$ cat src/rtl/cache_biu_pkg.sv
package cache_biu_pkg;

  //////////////////////////////////////////////////
  // command, burst and protection encodings

  // commands from the cache controller
  typedef enum logic [1:0] {
    BIUCMD_NOP,      // idle, non-cacheable traffic may pass
    BIUCMD_READWAY,  // line fill
    BIUCMD_WRITEWAY  // line write-back
  } biucmd_t;

  typedef enum logic [2:0] {
    SINGLE,
    INCR,
    WRAP4,
    WRAP8,
    WRAP16
  } biu_type_t;

  typedef logic [2:0] biu_prot_t;

  localparam biu_prot_t PROT_NONCACHEABLE = 3'b000;
  localparam biu_prot_t PROT_CACHEABLE    = 3'b100; // bit 2 flags cacheable

  typedef enum logic [1:0] {
    ST_IDLE,
    ST_WAIT4BIU,  // strobe stretched, no stb_ack yet
    ST_BURST
  } biu_state_e;

  //////////////////////////////////////////////////
  // line geometry

  // bus words per cache line
  function automatic int unsigned burst_words(int unsigned xlen, int unsigned line_bits);
    return line_bits / xlen;
  endfunction

  // beats minus one for a burst type
  function automatic logic [3:0] burst_type_beats(biu_type_t btype);
    case (btype)
      WRAP4   : return 4'd3;
      WRAP8   : return 4'd7;
      WRAP16  : return 4'd15;
      default : return 4'd0; // single and incr count one beat
    endcase
  endfunction

  // in-flight counter must hold a full line burst or the pipeline depth
  function automatic int unsigned inflight_bits(int unsigned depth, int unsigned xlen,
                                                int unsigned line_bits);
    int unsigned words;
    int unsigned most;
    words = burst_words(xlen, line_bits);
    most  = (depth > words) ? depth : words;
    return $clog2(most + 1);
  endfunction

endpackage

$ cat src/rtl/biu_fsm.sv
module biu_fsm
  import cache_biu_pkg::*;
(
  input  logic       clk_i,
  input  logic       rst_ni,

  input  biucmd_t    cmd_i,
  input  logic       stb_ack_i,
  input  logic       ack_i,
  input  logic       err_i,
  input  logic       last_beat_i,  // beat countdown at zero

  output biu_state_e state_o,
  output logic       busy_o,
  output logic       cmd_ack_o
);

  biu_state_e state_q;
  logic       burst_done;

  // last beat acknowledged, or slave gave up
  assign burst_done = err_i | (ack_i & last_beat_i);

  //////////////////////////////////////////////////
  // sequencer

  always_ff @(posedge clk_i, negedge rst_ni)
    if (!rst_ni)
    begin
      state_q <= ST_IDLE;
      busy_o  <= 1'b0;
    end
    else
    begin
      case (state_q)
        ST_IDLE:
          if (cmd_i != BIUCMD_NOP)
          begin
            busy_o  <= 1'b1;
            state_q <= stb_ack_i ? ST_BURST : ST_WAIT4BIU; // stretch if not taken
          end

        ST_WAIT4BIU:
          if (stb_ack_i)
          begin
            state_q <= ST_BURST;
          end

        ST_BURST:
          if (burst_done)
          begin
            state_q <= ST_IDLE; // always one idle cycle between bursts
            busy_o  <= 1'b0;
          end

        default: state_q <= ST_IDLE;
      endcase
    end

  assign state_o   = state_q;
  assign cmd_ack_o = (state_q == ST_BURST) & burst_done; // same cycle as final ack

endmodule

$ cat src/rtl/burst_tracker.sv
module burst_tracker
  import cache_biu_pkg::*;
#(
  parameter int XLEN           = 32,
  parameter int LINE_BITS      = 128,
  parameter int INFLIGHT_DEPTH = 2,

  localparam int INFLIGHT_BITS = inflight_bits(INFLIGHT_DEPTH, XLEN, LINE_BITS)
)
(
  input  logic                     clk_i,
  input  logic                     rst_ni,

  input  biu_state_e               state_i,
  input  logic                     stb_ack_i,
  input  logic                     ack_i,
  input  logic                     err_i,
  input  biu_type_t                type_i,
  input  logic                     flush_i,

  output logic                     last_beat_o,
  output logic [INFLIGHT_BITS-1:0] inflight_cnt_o,
  output logic                     noncacheable_ack_o
);

  localparam int BURST_WORDS = burst_words(XLEN, LINE_BITS);
  localparam int BURST_BITS  = $clog2(BURST_WORDS);

  logic [BURST_BITS   -1:0] beat_cnt_q;
  logic [INFLIGHT_BITS-1:0] discard_q;
  logic [INFLIGHT_BITS-1:0] burst_len;
  logic                     beat_done;

  assign beat_done = ack_i | err_i;                                  // a beat leaves the bus
  assign burst_len = INFLIGHT_BITS'(burst_type_beats(type_i)) + 1'b1;

  //////////////////////////////////////////////////
  // line beat countdown

  always_ff @(posedge clk_i, negedge rst_ni)
    if (!rst_ni)
    begin
      beat_cnt_q <= '1;
    end
    else if (state_i == ST_IDLE)
    begin
      beat_cnt_q <= '1;                   // words per line minus one
    end
    else if (state_i == ST_BURST && ack_i)
    begin
      beat_cnt_q <= beat_cnt_q - 1'b1;
    end

  assign last_beat_o = ~|beat_cnt_q;

  //////////////////////////////////////////////////
  // outstanding beats

  always_ff @(posedge clk_i, negedge rst_ni)
    if (!rst_ni)
    begin
      inflight_cnt_o <= '0;
    end
    else
    begin
      case ({stb_ack_i, beat_done})
        2'b01   : inflight_cnt_o <= inflight_cnt_o - 1'b1;
        2'b10   : inflight_cnt_o <= inflight_cnt_o + burst_len;
        2'b11   : inflight_cnt_o <= inflight_cnt_o + burst_len - 1'b1; // new in, one out
        default : ;
      endcase
    end

  // acks still owed to flushed accesses
  always_ff @(posedge clk_i, negedge rst_ni)
    if (!rst_ni)
    begin
      discard_q <= '0;
    end
    else if (flush_i)
    begin
      if (|inflight_cnt_o && beat_done)
        discard_q <= inflight_cnt_o - 1'b1; // one retires in the flush cycle
      else
        discard_q <= inflight_cnt_o;
    end
    else if (|discard_q && beat_done)
    begin
      discard_q <= discard_q - 1'b1;
    end

  assign noncacheable_ack_o = ack_i & ~flush_i & ~|discard_q;

endmodule

$ cat src/rtl/bus_request_mux.sv
module bus_request_mux
  import cache_biu_pkg::*;
#(
  parameter int XLEN      = 32,
  parameter int PLEN      = 32,
  parameter int LINE_BITS = 128
)
(
  input  logic                 clk_i,

  input  biu_state_e           state_i,
  input  biucmd_t              cmd_i,
  input  logic                 noncacheable_req_i,
  input  logic [PLEN     -1:0] adr_i,
  input  logic                 we_i,
  input  logic [XLEN     -1:0] d_i,
  input  logic [PLEN     -1:0] evict_adr_i,
  input  logic [LINE_BITS-1:0] evict_line_i,
  input  logic [XLEN     -1:0] wdata_i,       // shifted write-back word

  output logic                 stb_o,
  output logic [PLEN     -1:0] adr_o,
  output logic                 we_o,
  output logic [XLEN     -1:0] d_o,
  output biu_type_t            type_o,
  output biu_prot_t            prot_o,
  output logic [PLEN     -1:0] hold_adr_o
);

  localparam int        BURST_WORDS = burst_words(XLEN, LINE_BITS);
  localparam int        BYTE_LSB    = $clog2(XLEN/8);
  localparam biu_type_t LINE_TYPE   = (BURST_WORDS == 16) ? WRAP16 :
                                      (BURST_WORDS ==  8) ? WRAP8  : WRAP4;

  logic [PLEN-1:0] adr_hold_q;
  logic            we_hold_q;
  logic [XLEN-1:0] d_hold_q;
  logic            pass_through;  // idle with no cache command

  assign pass_through = (state_i == ST_IDLE) && (cmd_i == BIUCMD_NOP);

  //////////////////////////////////////////////////
  // request select

  always_comb
  begin
    stb_o = 1'b0;
    adr_o = '0;
    we_o  = 1'b0;
    d_o   = '0;
    case (state_i)
      ST_IDLE:
        case (cmd_i)
          BIUCMD_READWAY:
          begin
            stb_o = 1'b1;
            adr_o = {adr_i[PLEN-1:BYTE_LSB], {BYTE_LSB{1'b0}}}; // critical word first
          end
          BIUCMD_WRITEWAY:
          begin
            stb_o = 1'b1;
            adr_o = evict_adr_i;
            we_o  = 1'b1;
            d_o   = evict_line_i[XLEN-1:0];
          end
          default:
          begin
            stb_o = noncacheable_req_i;
            adr_o = adr_i;
            we_o  = we_i;
            d_o   = d_i;
          end
        endcase

      ST_WAIT4BIU:
      begin
        stb_o = 1'b1;        // keep asking until stb_ack
        adr_o = adr_hold_q;
        we_o  = we_hold_q;
        d_o   = d_hold_q;
      end

      ST_BURST: d_o = wdata_i; // no new strobe mid-burst

      default: ;
    endcase
  end

  // snapshot of the last idle request, replayed while stretched
  always_ff @(posedge clk_i)
    if (state_i == ST_IDLE)
    begin
      adr_hold_q <= adr_o;
      we_hold_q  <= we_o;
      d_hold_q   <= d_o;
    end

  assign hold_adr_o = adr_hold_q;

  // misaligned single access cannot be part of an incrementing run
  assign type_o = pass_through ? (|adr_i[BYTE_LSB-1:0] ? SINGLE : INCR) : LINE_TYPE;
  assign prot_o = pass_through ? PROT_NONCACHEABLE : PROT_CACHEABLE;

endmodule

$ cat src/rtl/cache_biu_top.sv
module cache_biu_top
  import cache_biu_pkg::*;
#(
  parameter int XLEN           = 32,
  parameter int PLEN           = 32,
  parameter int LINE_BITS      = 128,
  parameter int INFLIGHT_DEPTH = 2,

  localparam int INFLIGHT_BITS = inflight_bits(INFLIGHT_DEPTH, XLEN, LINE_BITS)
)
(
  input  logic                     clk_i,
  input  logic                     rst_ni,

  // cache controller side
  input  biucmd_t                  cmd_i,
  output logic                     cmd_ack_o,
  output logic                     busy_o,
  input  logic                     noncacheable_req_i,
  output logic                     noncacheable_ack_o,
  input  logic                     flush_i,
  output logic [INFLIGHT_BITS-1:0] inflight_cnt_o,

  input  logic [PLEN         -1:0] adr_i,
  input  logic                     we_i,
  input  logic [XLEN/8       -1:0] be_i,
  input  logic [XLEN         -1:0] d_i,
  input  logic [PLEN         -1:0] evict_adr_i,
  input  logic [LINE_BITS    -1:0] evict_line_i,
  output logic                     in_linebuf_o,
  output logic [LINE_BITS    -1:0] line_o,       // fill data for the data memory
  output logic                     line_dirty_o,

  // memory bus side
  output logic                     stb_o,
  input  logic                     stb_ack_i,
  input  logic                     d_ack_i,      // slave wants next write word
  output logic [PLEN         -1:0] adr_o,
  input  logic [PLEN         -1:0] adro_i,
  output logic                     we_o,
  output logic [XLEN         -1:0] d_o,
  output biu_type_t                type_o,
  output biu_prot_t                prot_o,
  input  logic [XLEN         -1:0] q_i,
  input  logic                     ack_i,
  input  logic                     err_i
);

  biu_state_e      state;
  logic            last_beat;
  logic [PLEN-1:0] hold_adr;
  logic [XLEN-1:0] wdata;

  //////////////////////////////////////////////////
  // control

  biu_fsm u_fsm (
    .clk_i       (clk_i),
    .rst_ni      (rst_ni),
    .cmd_i       (cmd_i),
    .stb_ack_i   (stb_ack_i),
    .ack_i       (ack_i),
    .err_i       (err_i),
    .last_beat_i (last_beat),
    .state_o     (state),
    .busy_o      (busy_o),
    .cmd_ack_o   (cmd_ack_o)
  );

  burst_tracker #(
    .XLEN           (XLEN),
    .LINE_BITS      (LINE_BITS),
    .INFLIGHT_DEPTH (INFLIGHT_DEPTH)
  ) u_tracker (
    .clk_i              (clk_i),
    .rst_ni             (rst_ni),
    .state_i            (state),
    .stb_ack_i          (stb_ack_i),
    .ack_i              (ack_i),
    .err_i              (err_i),
    .type_i             (type_o),     // length of the request being acked
    .flush_i            (flush_i),
    .last_beat_o        (last_beat),
    .inflight_cnt_o     (inflight_cnt_o),
    .noncacheable_ack_o (noncacheable_ack_o)
  );

  //////////////////////////////////////////////////
  // data path

  line_buffer #(
    .XLEN      (XLEN),
    .PLEN      (PLEN),
    .LINE_BITS (LINE_BITS)
  ) u_linebuf (
    .clk_i        (clk_i),
    .state_i      (state),
    .cmd_i        (cmd_i),
    .adr_i        (adr_i),
    .hold_adr_i   (hold_adr),
    .we_i         (we_i),
    .be_i         (be_i),
    .d_i          (d_i),
    .adro_i       (adro_i),
    .q_i          (q_i),
    .ack_i        (ack_i),
    .d_ack_i      (d_ack_i),
    .evict_line_i (evict_line_i),
    .line_o       (line_o),
    .line_dirty_o (line_dirty_o),
    .in_linebuf_o (in_linebuf_o),
    .wdata_o      (wdata)
  );

  bus_request_mux #(
    .XLEN      (XLEN),
    .PLEN      (PLEN),
    .LINE_BITS (LINE_BITS)
  ) u_reqmux (
    .clk_i              (clk_i),
    .state_i            (state),
    .cmd_i              (cmd_i),
    .noncacheable_req_i (noncacheable_req_i),
    .adr_i              (adr_i),
    .we_i               (we_i),
    .d_i                (d_i),
    .evict_adr_i        (evict_adr_i),
    .evict_line_i       (evict_line_i),
    .wdata_i            (wdata),
    .stb_o              (stb_o),
    .adr_o              (adr_o),
    .we_o               (we_o),
    .d_o                (d_o),
    .type_o             (type_o),
    .prot_o             (prot_o),
    .hold_adr_o         (hold_adr)
  );

endmodule

$ cat src/rtl/line_buffer.sv
module line_buffer
  import cache_biu_pkg::*;
#(
  parameter int XLEN      = 32,
  parameter int PLEN      = 32,
  parameter int LINE_BITS = 128
)
(
  input  logic                 clk_i,

  input  biu_state_e           state_i,
  input  biucmd_t              cmd_i,
  input  logic [PLEN     -1:0] adr_i,       // cpu request address
  input  logic [PLEN     -1:0] hold_adr_i,  // start address of the running burst
  input  logic                 we_i,        // pending cpu store
  input  logic [XLEN/8   -1:0] be_i,
  input  logic [XLEN     -1:0] d_i,
  input  logic [PLEN     -1:0] adro_i,      // address of the current beat
  input  logic [XLEN     -1:0] q_i,
  input  logic                 ack_i,
  input  logic                 d_ack_i,
  input  logic [LINE_BITS-1:0] evict_line_i,

  output logic [LINE_BITS-1:0] line_o,
  output logic                 line_dirty_o,
  output logic                 in_linebuf_o,
  output logic [XLEN     -1:0] wdata_o
);

  localparam int BURST_WORDS = burst_words(XLEN, LINE_BITS);
  localparam int OFFS_BITS   = $clog2(BURST_WORDS);
  localparam int BYTE_LSB    = $clog2(XLEN/8);
  localparam int LINE_LSB    = BYTE_LSB + OFFS_BITS;

  logic [LINE_BITS  -1:0] line_q;
  logic [BURST_WORDS-1:0] valid_q;   // one flag per word
  logic                   dirty_q;
  logic                   is_write_q;
  logic [OFFS_BITS  -1:0] beat_slot;
  logic [OFFS_BITS  -1:0] req_slot;
  logic                   store_hit;
  logic [XLEN       -1:0] beat_data;
  logic                   fill_beat;  // read beat on the bus this cycle

  // byte lanes from the store win over memory data
  function automatic logic [XLEN-1:0] be_merge(input logic [XLEN/8-1:0] be,
                                               input logic [XLEN  -1:0] old_w,
                                               input logic [XLEN  -1:0] new_w);
    logic [XLEN-1:0] res;
    for (int i = 0; i < XLEN/8; i++)
      res[i*8 +: 8] = be[i] ? new_w[i*8 +: 8] : old_w[i*8 +: 8];
    return res;
  endfunction

  assign beat_slot = adro_i[BYTE_LSB +: OFFS_BITS];
  assign req_slot  = adr_i [BYTE_LSB +: OFFS_BITS];
  assign store_hit = we_i & (adro_i[PLEN-1:BYTE_LSB] == adr_i[PLEN-1:BYTE_LSB]);
  assign beat_data = store_hit ? be_merge(be_i, q_i, d_i) : q_i;
  assign fill_beat = (state_i == ST_BURST) && !is_write_q && ack_i;

  //////////////////////////////////////////////////
  // fill / write-back storage

  always_ff @(posedge clk_i)
    case (state_i)
      ST_IDLE:
      begin
        is_write_q <= (cmd_i == BIUCMD_WRITEWAY);
        valid_q    <= '0;
        dirty_q    <= 1'b0;
        if (cmd_i == BIUCMD_WRITEWAY)
          line_q <= evict_line_i >> XLEN; // word 0 goes out with the strobe
      end

      ST_BURST:
        if (is_write_q)
        begin
          if (d_ack_i)
            line_q <= line_q >> XLEN;     // next write word to the bottom
        end
        else if (ack_i)
        begin
          line_q[beat_slot*XLEN +: XLEN] <= beat_data;
          valid_q[beat_slot]             <= 1'b1;
          dirty_q                        <= dirty_q | store_hit;
        end

      default: ;                          // hold while strobe is stretched
    endcase

  // current beat is folded in so the line is whole on the last ack
  always_comb
  begin
    line_o = line_q;
    if (fill_beat)
      line_o[beat_slot*XLEN +: XLEN] = beat_data;
  end

  // dirty as soon as the merged beat is on the bus
  assign line_dirty_o = dirty_q | (fill_beat & store_hit);
  assign wdata_o      = line_q[XLEN-1:0];

  // requested word already arrived for this line
  assign in_linebuf_o = (hold_adr_i[PLEN-1:LINE_LSB] == adr_i[PLEN-1:LINE_LSB]) &
                        valid_q[req_slot];

endmodule

$ cat config.mk
export PLATFORM = sky130hd
export DESIGN_NAME = cache_biu_top
export DESIGN_NICKNAME = d
export VERILOG_FILES = /design/src/rtl/cache_biu_pkg.sv /design/src/rtl/biu_fsm.sv /design/src/rtl/burst_tracker.sv /design/src/rtl/bus_request_mux.sv /design/src/rtl/cache_biu_top.sv /design/src/rtl/line_buffer.sv
export SDC_FILE = /design/constraint.sdc
export NUM_CORES = 1
export LEC_CHECK = 0
export BUFFER_PORTS_ARGS = -buffer_cell sky130_fd_sc_hd__clkbuf_2
export CAP_MARGIN = 15
export CELL_PAD_IN_SITES_DETAIL_PLACEMENT = 1
export CELL_PAD_IN_SITES_GLOBAL_PLACEMENT = 1
export CORE_MARGIN = 3
export CORE_UTILIZATION = 34
export CTS_BUF_LIST = sky130_fd_sc_hd__clkbuf_8
export DETAILED_ROUTE_END_ITERATION = 7
export PLACE_DENSITY_LB_ADDON = 0.3
export SKIP_LAST_GASP = 1
export SLEW_MARGIN = 40
export SYNTH_ARGS = -nofsm -noshare
export SYNTH_HDL_FRONTEND = slang
export SYNTH_SLANG_ARGS = --single-unit
$ cat constraint.sdc
create_clock -name clk_i -period 28.3 [get_ports clk_i]
set_clock_uncertainty 0.1 [all_clocks]
set_input_delay 1.415 -clock clk_i [delete_from_list [all_inputs] [get_ports clk_i]]
set_output_delay 1.415 -clock clk_i [all_outputs]
set_load 0.01 [all_outputs]
==> summary.txt <==
outcome - completed
total I/O pin count - 511
cell area after synthesis - 21240 sq um
detail-routed via count per cell - 6.196
relative area change from synthesis to final layout - 15.62%
worst-case clock buffer depth - 3
initial antenna violation count - 15
final estimated routing congestion in global placement - 0.9341
Final Hold Viols - 0
slowest library cell on the worst path - sky130_fd_sc_hd__buf_4
number of remaining DRC errors - 0
Layout Nets - 3142
worst max-slew margin expressed relative to the limit - 34.65%
setup ws final - 21440 ps
length of the first detailed-routing pass in iterations - 7
type of the tightest min-delay check - flop to flop
sort of element at the end of the critical path - primary output
most common cell after layout, fill and taps aside - sky130_fd_sc_hd__clkbuf_2
max_cap viols - 0
design area - 24560 sq um
share of cells above drive strength 1 - 27.86%
fraction of the mapped netlist area in simple logic gates - 29.65%
total clock buffers created by CTS - 47
required time at the endpoint of the critical path - 26780 ps
Root Buffer Master - sky130_fd_sc_hd__clkbuf_8
number of synthesized register bits - 210
Async SR Flop Fraction - 5.238%
sinks on the clock net - 210
crit-path max cell delay - 750 ps
share of synthesized area occupied by flip-flops and latches - 29.44%
clock input transition at the sequential cells of the worst setup and hold paths - 50 ps
signal arrival time at the worst endpoint - 5340 ps
HPWL after detailed placement - 69210 um
Via Count - 22856
count of buffers inserted at the top-level ports - 505
unique cell type count in the Yosys netlist - 50
TritonCTS clock tree - built
latest clock arrival within the worst-skew pair - 640 ps
dominant cell type by count on the critical path - sky130_fd_sc_hd__buf_4
initial core utilization - 34.80%
parity-gate share of the synthesized area counting xor and xnor cells - 2.556%
number of rows created at floorplan - 90
Post-Route Hold Slack - 430.9 ps
launch point of the critical path - adro_i[2]
Post-synth EDFFs - 199
via count of the first global-routing pass - 22701
startpoint of the tightest hold check path - u_tracker.beat_cnt_q[1]$_DFFE_PN1P_
chip height - 256.0 um
most frequently used flop master after synthesis - sky130_fd_sc_hd__edfxtp_1
setup repair after global routing missed its margin - false
Overall Power - 1336 uW
Post-Synth Adder-Cell Area - 1.155%
combinational family with the most area after synthesis - simple AND/OR/NAND/NOR gates
worst setup slack for register-to-register paths - 24580 ps
number of hold buffers added after cts - 0
cell breakdown of the critical path - clkbuf_2, xnor2_1, nand4_1, nor4_4, buf_4, buf_4, buf_4, a31oi_1, a311o_1, clkbuf_2
area of the die - 65510 sq um
type of the worst setup path - input port to primary output
number of buffers and inverters on the critical path - 5
post-synthesis cell count - 2577
core area - 61030 sq um
global-route usage over all layers - 29.05%
Compound-Gate Fraction of Synth Area - 23.73%
setup violation total in the final timing report - 0
mux share of post-synthesis cell area - 5.437%
Pwr Density - 54.38 nW/um^2
pin count of the biggest net entering global routing - 176
post-detailed-route wirelength per cell - 27.34 um
Syn Area/Cell - 8.243 sq um
maximum net fanout on the critical path - 71
Post-Route Setup TNS - 0 ps
Max Fclk - 145.8 MHz
worst vdd ir - 0.02723 mV
worst slack at placement - 21550 ps
sum of routed wire length over all layers - 100900 um
first-pass GRT wire length - 148500 um
Final min period - 6859 ps
number of nets with antenna violations after detailed routing - 0
GRT overflow - 0
launching point of the worst reg2reg path - u_fsm.state_o[0]$_DFFE_PN0P_
total cell area at the placement stage - 23700 sq um
kind of start point of the critical path - input port
Top Family by Delay on Critical Path - buffers and inverters
final period utilization - 24.24%
yosys synthesis warning count - 0
floorplan die width - 256.0 um
actual slew at the worst max-slew pin - 980.3 ps
number of design-rule violations left by the first detailed-router iteration - 2560
# H-tree levels - 2
Post CTS Setup Buffer Count - 0
Post-CTS Resized - 0
Static Leak - 0.009664 uW
commonest cells after routing, fill and taps aside - sky130_fd_sc_hd__clkbuf_2 (505), sky130_fd_sc_hd__a31oi_1 (256), sky130_fd_sc_hd__nand2_1 (202)
Max Slew Vio Count - 0
-- state kept, by name, indices dropped and copies added (netlist names), 2 cells and up --
signal                    cells
u_tracker.inflight_cnt_o      3
u_linebuf.line_q            128
u_linebuf.valid_q             4
u_reqmux.d_hold_q            32
u_fsm.state_o                 2
u_tracker.discard_q           3
u_reqmux.hold_adr_o          32
u_tracker.beat_cnt_q          2
-- cell type report --
type	count	area, sq um
fill	7361	36470
timing repair buffer	551	2974
clock buffer	48	660.6
antenna	11	27.53
multi-input combinational	1993	13410
tap	828	1036
sequential	210	6259
inverter	17	63.81
clock inverter	31	130.1
-- where the power goes --
group / switching (uW) / internal, uW
Combinational: 322 / 217
Sequential: 44.3 / 432
Clock: 164 / 155
-- synth_stat cells (4+ instances only) --
cell,n,area [sq um]
sky130_fd_sc_hd__a21boi_0,96,720.7
sky130_fd_sc_hd__a21oi_1,73,365.4
sky130_fd_sc_hd__a22oi_1,65,488.0
sky130_fd_sc_hd__a311o_1,160,1602
sky130_fd_sc_hd__a31oi_1,256,1602
sky130_fd_sc_hd__and2_1,161,1007
sky130_fd_sc_hd__and3_1,100,625.6
sky130_fd_sc_hd__buf_1,19,71.32
sky130_fd_sc_hd__buf_2,102,510.5
sky130_fd_sc_hd__buf_4,36,270.3
sky130_fd_sc_hd__buf_6,4,45.04
sky130_fd_sc_hd__clkbuf_1,198,743.2
sky130_fd_sc_hd__dfrtp_1,9,225.2
sky130_fd_sc_hd__edfxtp_1,199,5976
sky130_fd_sc_hd__ha_1,18,225.2
sky130_fd_sc_hd__inv_1,16,60.06
sky130_fd_sc_hd__mux2_2,97,1092
sky130_fd_sc_hd__mux2i_1,4,40.04
sky130_fd_sc_hd__nand2_1,202,758.2
sky130_fd_sc_hd__nand2b_1,194,1214
sky130_fd_sc_hd__nand3_1,103,515.5
sky130_fd_sc_hd__nand4_1,109,681.9
sky130_fd_sc_hd__nor2_1,119,446.7
sky130_fd_sc_hd__nor2b_1,6,37.54
sky130_fd_sc_hd__nor3_1,4,20.02
sky130_fd_sc_hd__o21ai_0,40,200.2
sky130_fd_sc_hd__or3b_1,30,262.8
sky130_fd_sc_hd__or3b_2,67,586.8
sky130_fd_sc_hd__xnor2_1,58,508.0
sky130_fd_sc_hd__xor2_1,4,35.03
-- per-layer routing --
layer | up-vias | global-route usage (%) | part of all wire, %
met5 | - | 0 | 0.082
met4 | 10 | 10.23 | 3.6
met3 | 169 | 5.689 | 8.3
met2 | 1046 | 43.54 | 44
met1 | 11496 | 41.45 | 44
li1 | 10135 | - | -
-- metrics by stage --
| stage | cells | utilization [%] |
|---|---|---|
| 6_report | 3689 | 40.24 |
| 5_1_grt | 3688 | 40.24 |
| 4_1_cts | 3676 | 40.12 |
| 3_5_place_dp | 3597 | 38.82 |
| 3_3_place_gp | 3595 | 38.69 |
| 2_1_floorplan | 2579 | - |
-- worst register-to-register path: cells and delay by family, from the launching register on --
kind                   cells  cell delay [ps]
and+or+nand+nor            4             1450
DFF                        1              710
buffers and inverters      1              670
muxes                      1              530
-- final timing paths --
| path | end | cells past startpoint |
|---|---|---|
| min in group asynchronous | u_fsm.busy_o$_DFFE_PN0P_ | 1 |
| worst min-delay path | u_tracker.beat_cnt_q[1]$_DFFE_PN1P_ | 2 |
| worst max register to register | u_linebuf.line_q[80]$_DFFE_PP_ | 6 |
| worst max-delay path | line_o[13] | 10 |
| worst min register to register | u_tracker.beat_cnt_q[1]$_DFFE_PN1P_ | 2 |
| max in group asynchronous | u_tracker.beat_cnt_q[0]$_DFFE_PN1P_ | 1 |
-- kinds of logic (layout without fill, tap and decap cells) --
family                     count (synthesis)  in the layout
and+or+nand+nor                         1109           1109
AOI/OAI and AO/OA                        698            698
buffers and inverters                    376            647
DFF                                      210            210
muxes                                    102            102
xor gates and xnor gates                  62             62
adders and majority gates                 19             19
other                                      1             14
Note: power is estimated with default switching activity, not from simulation.
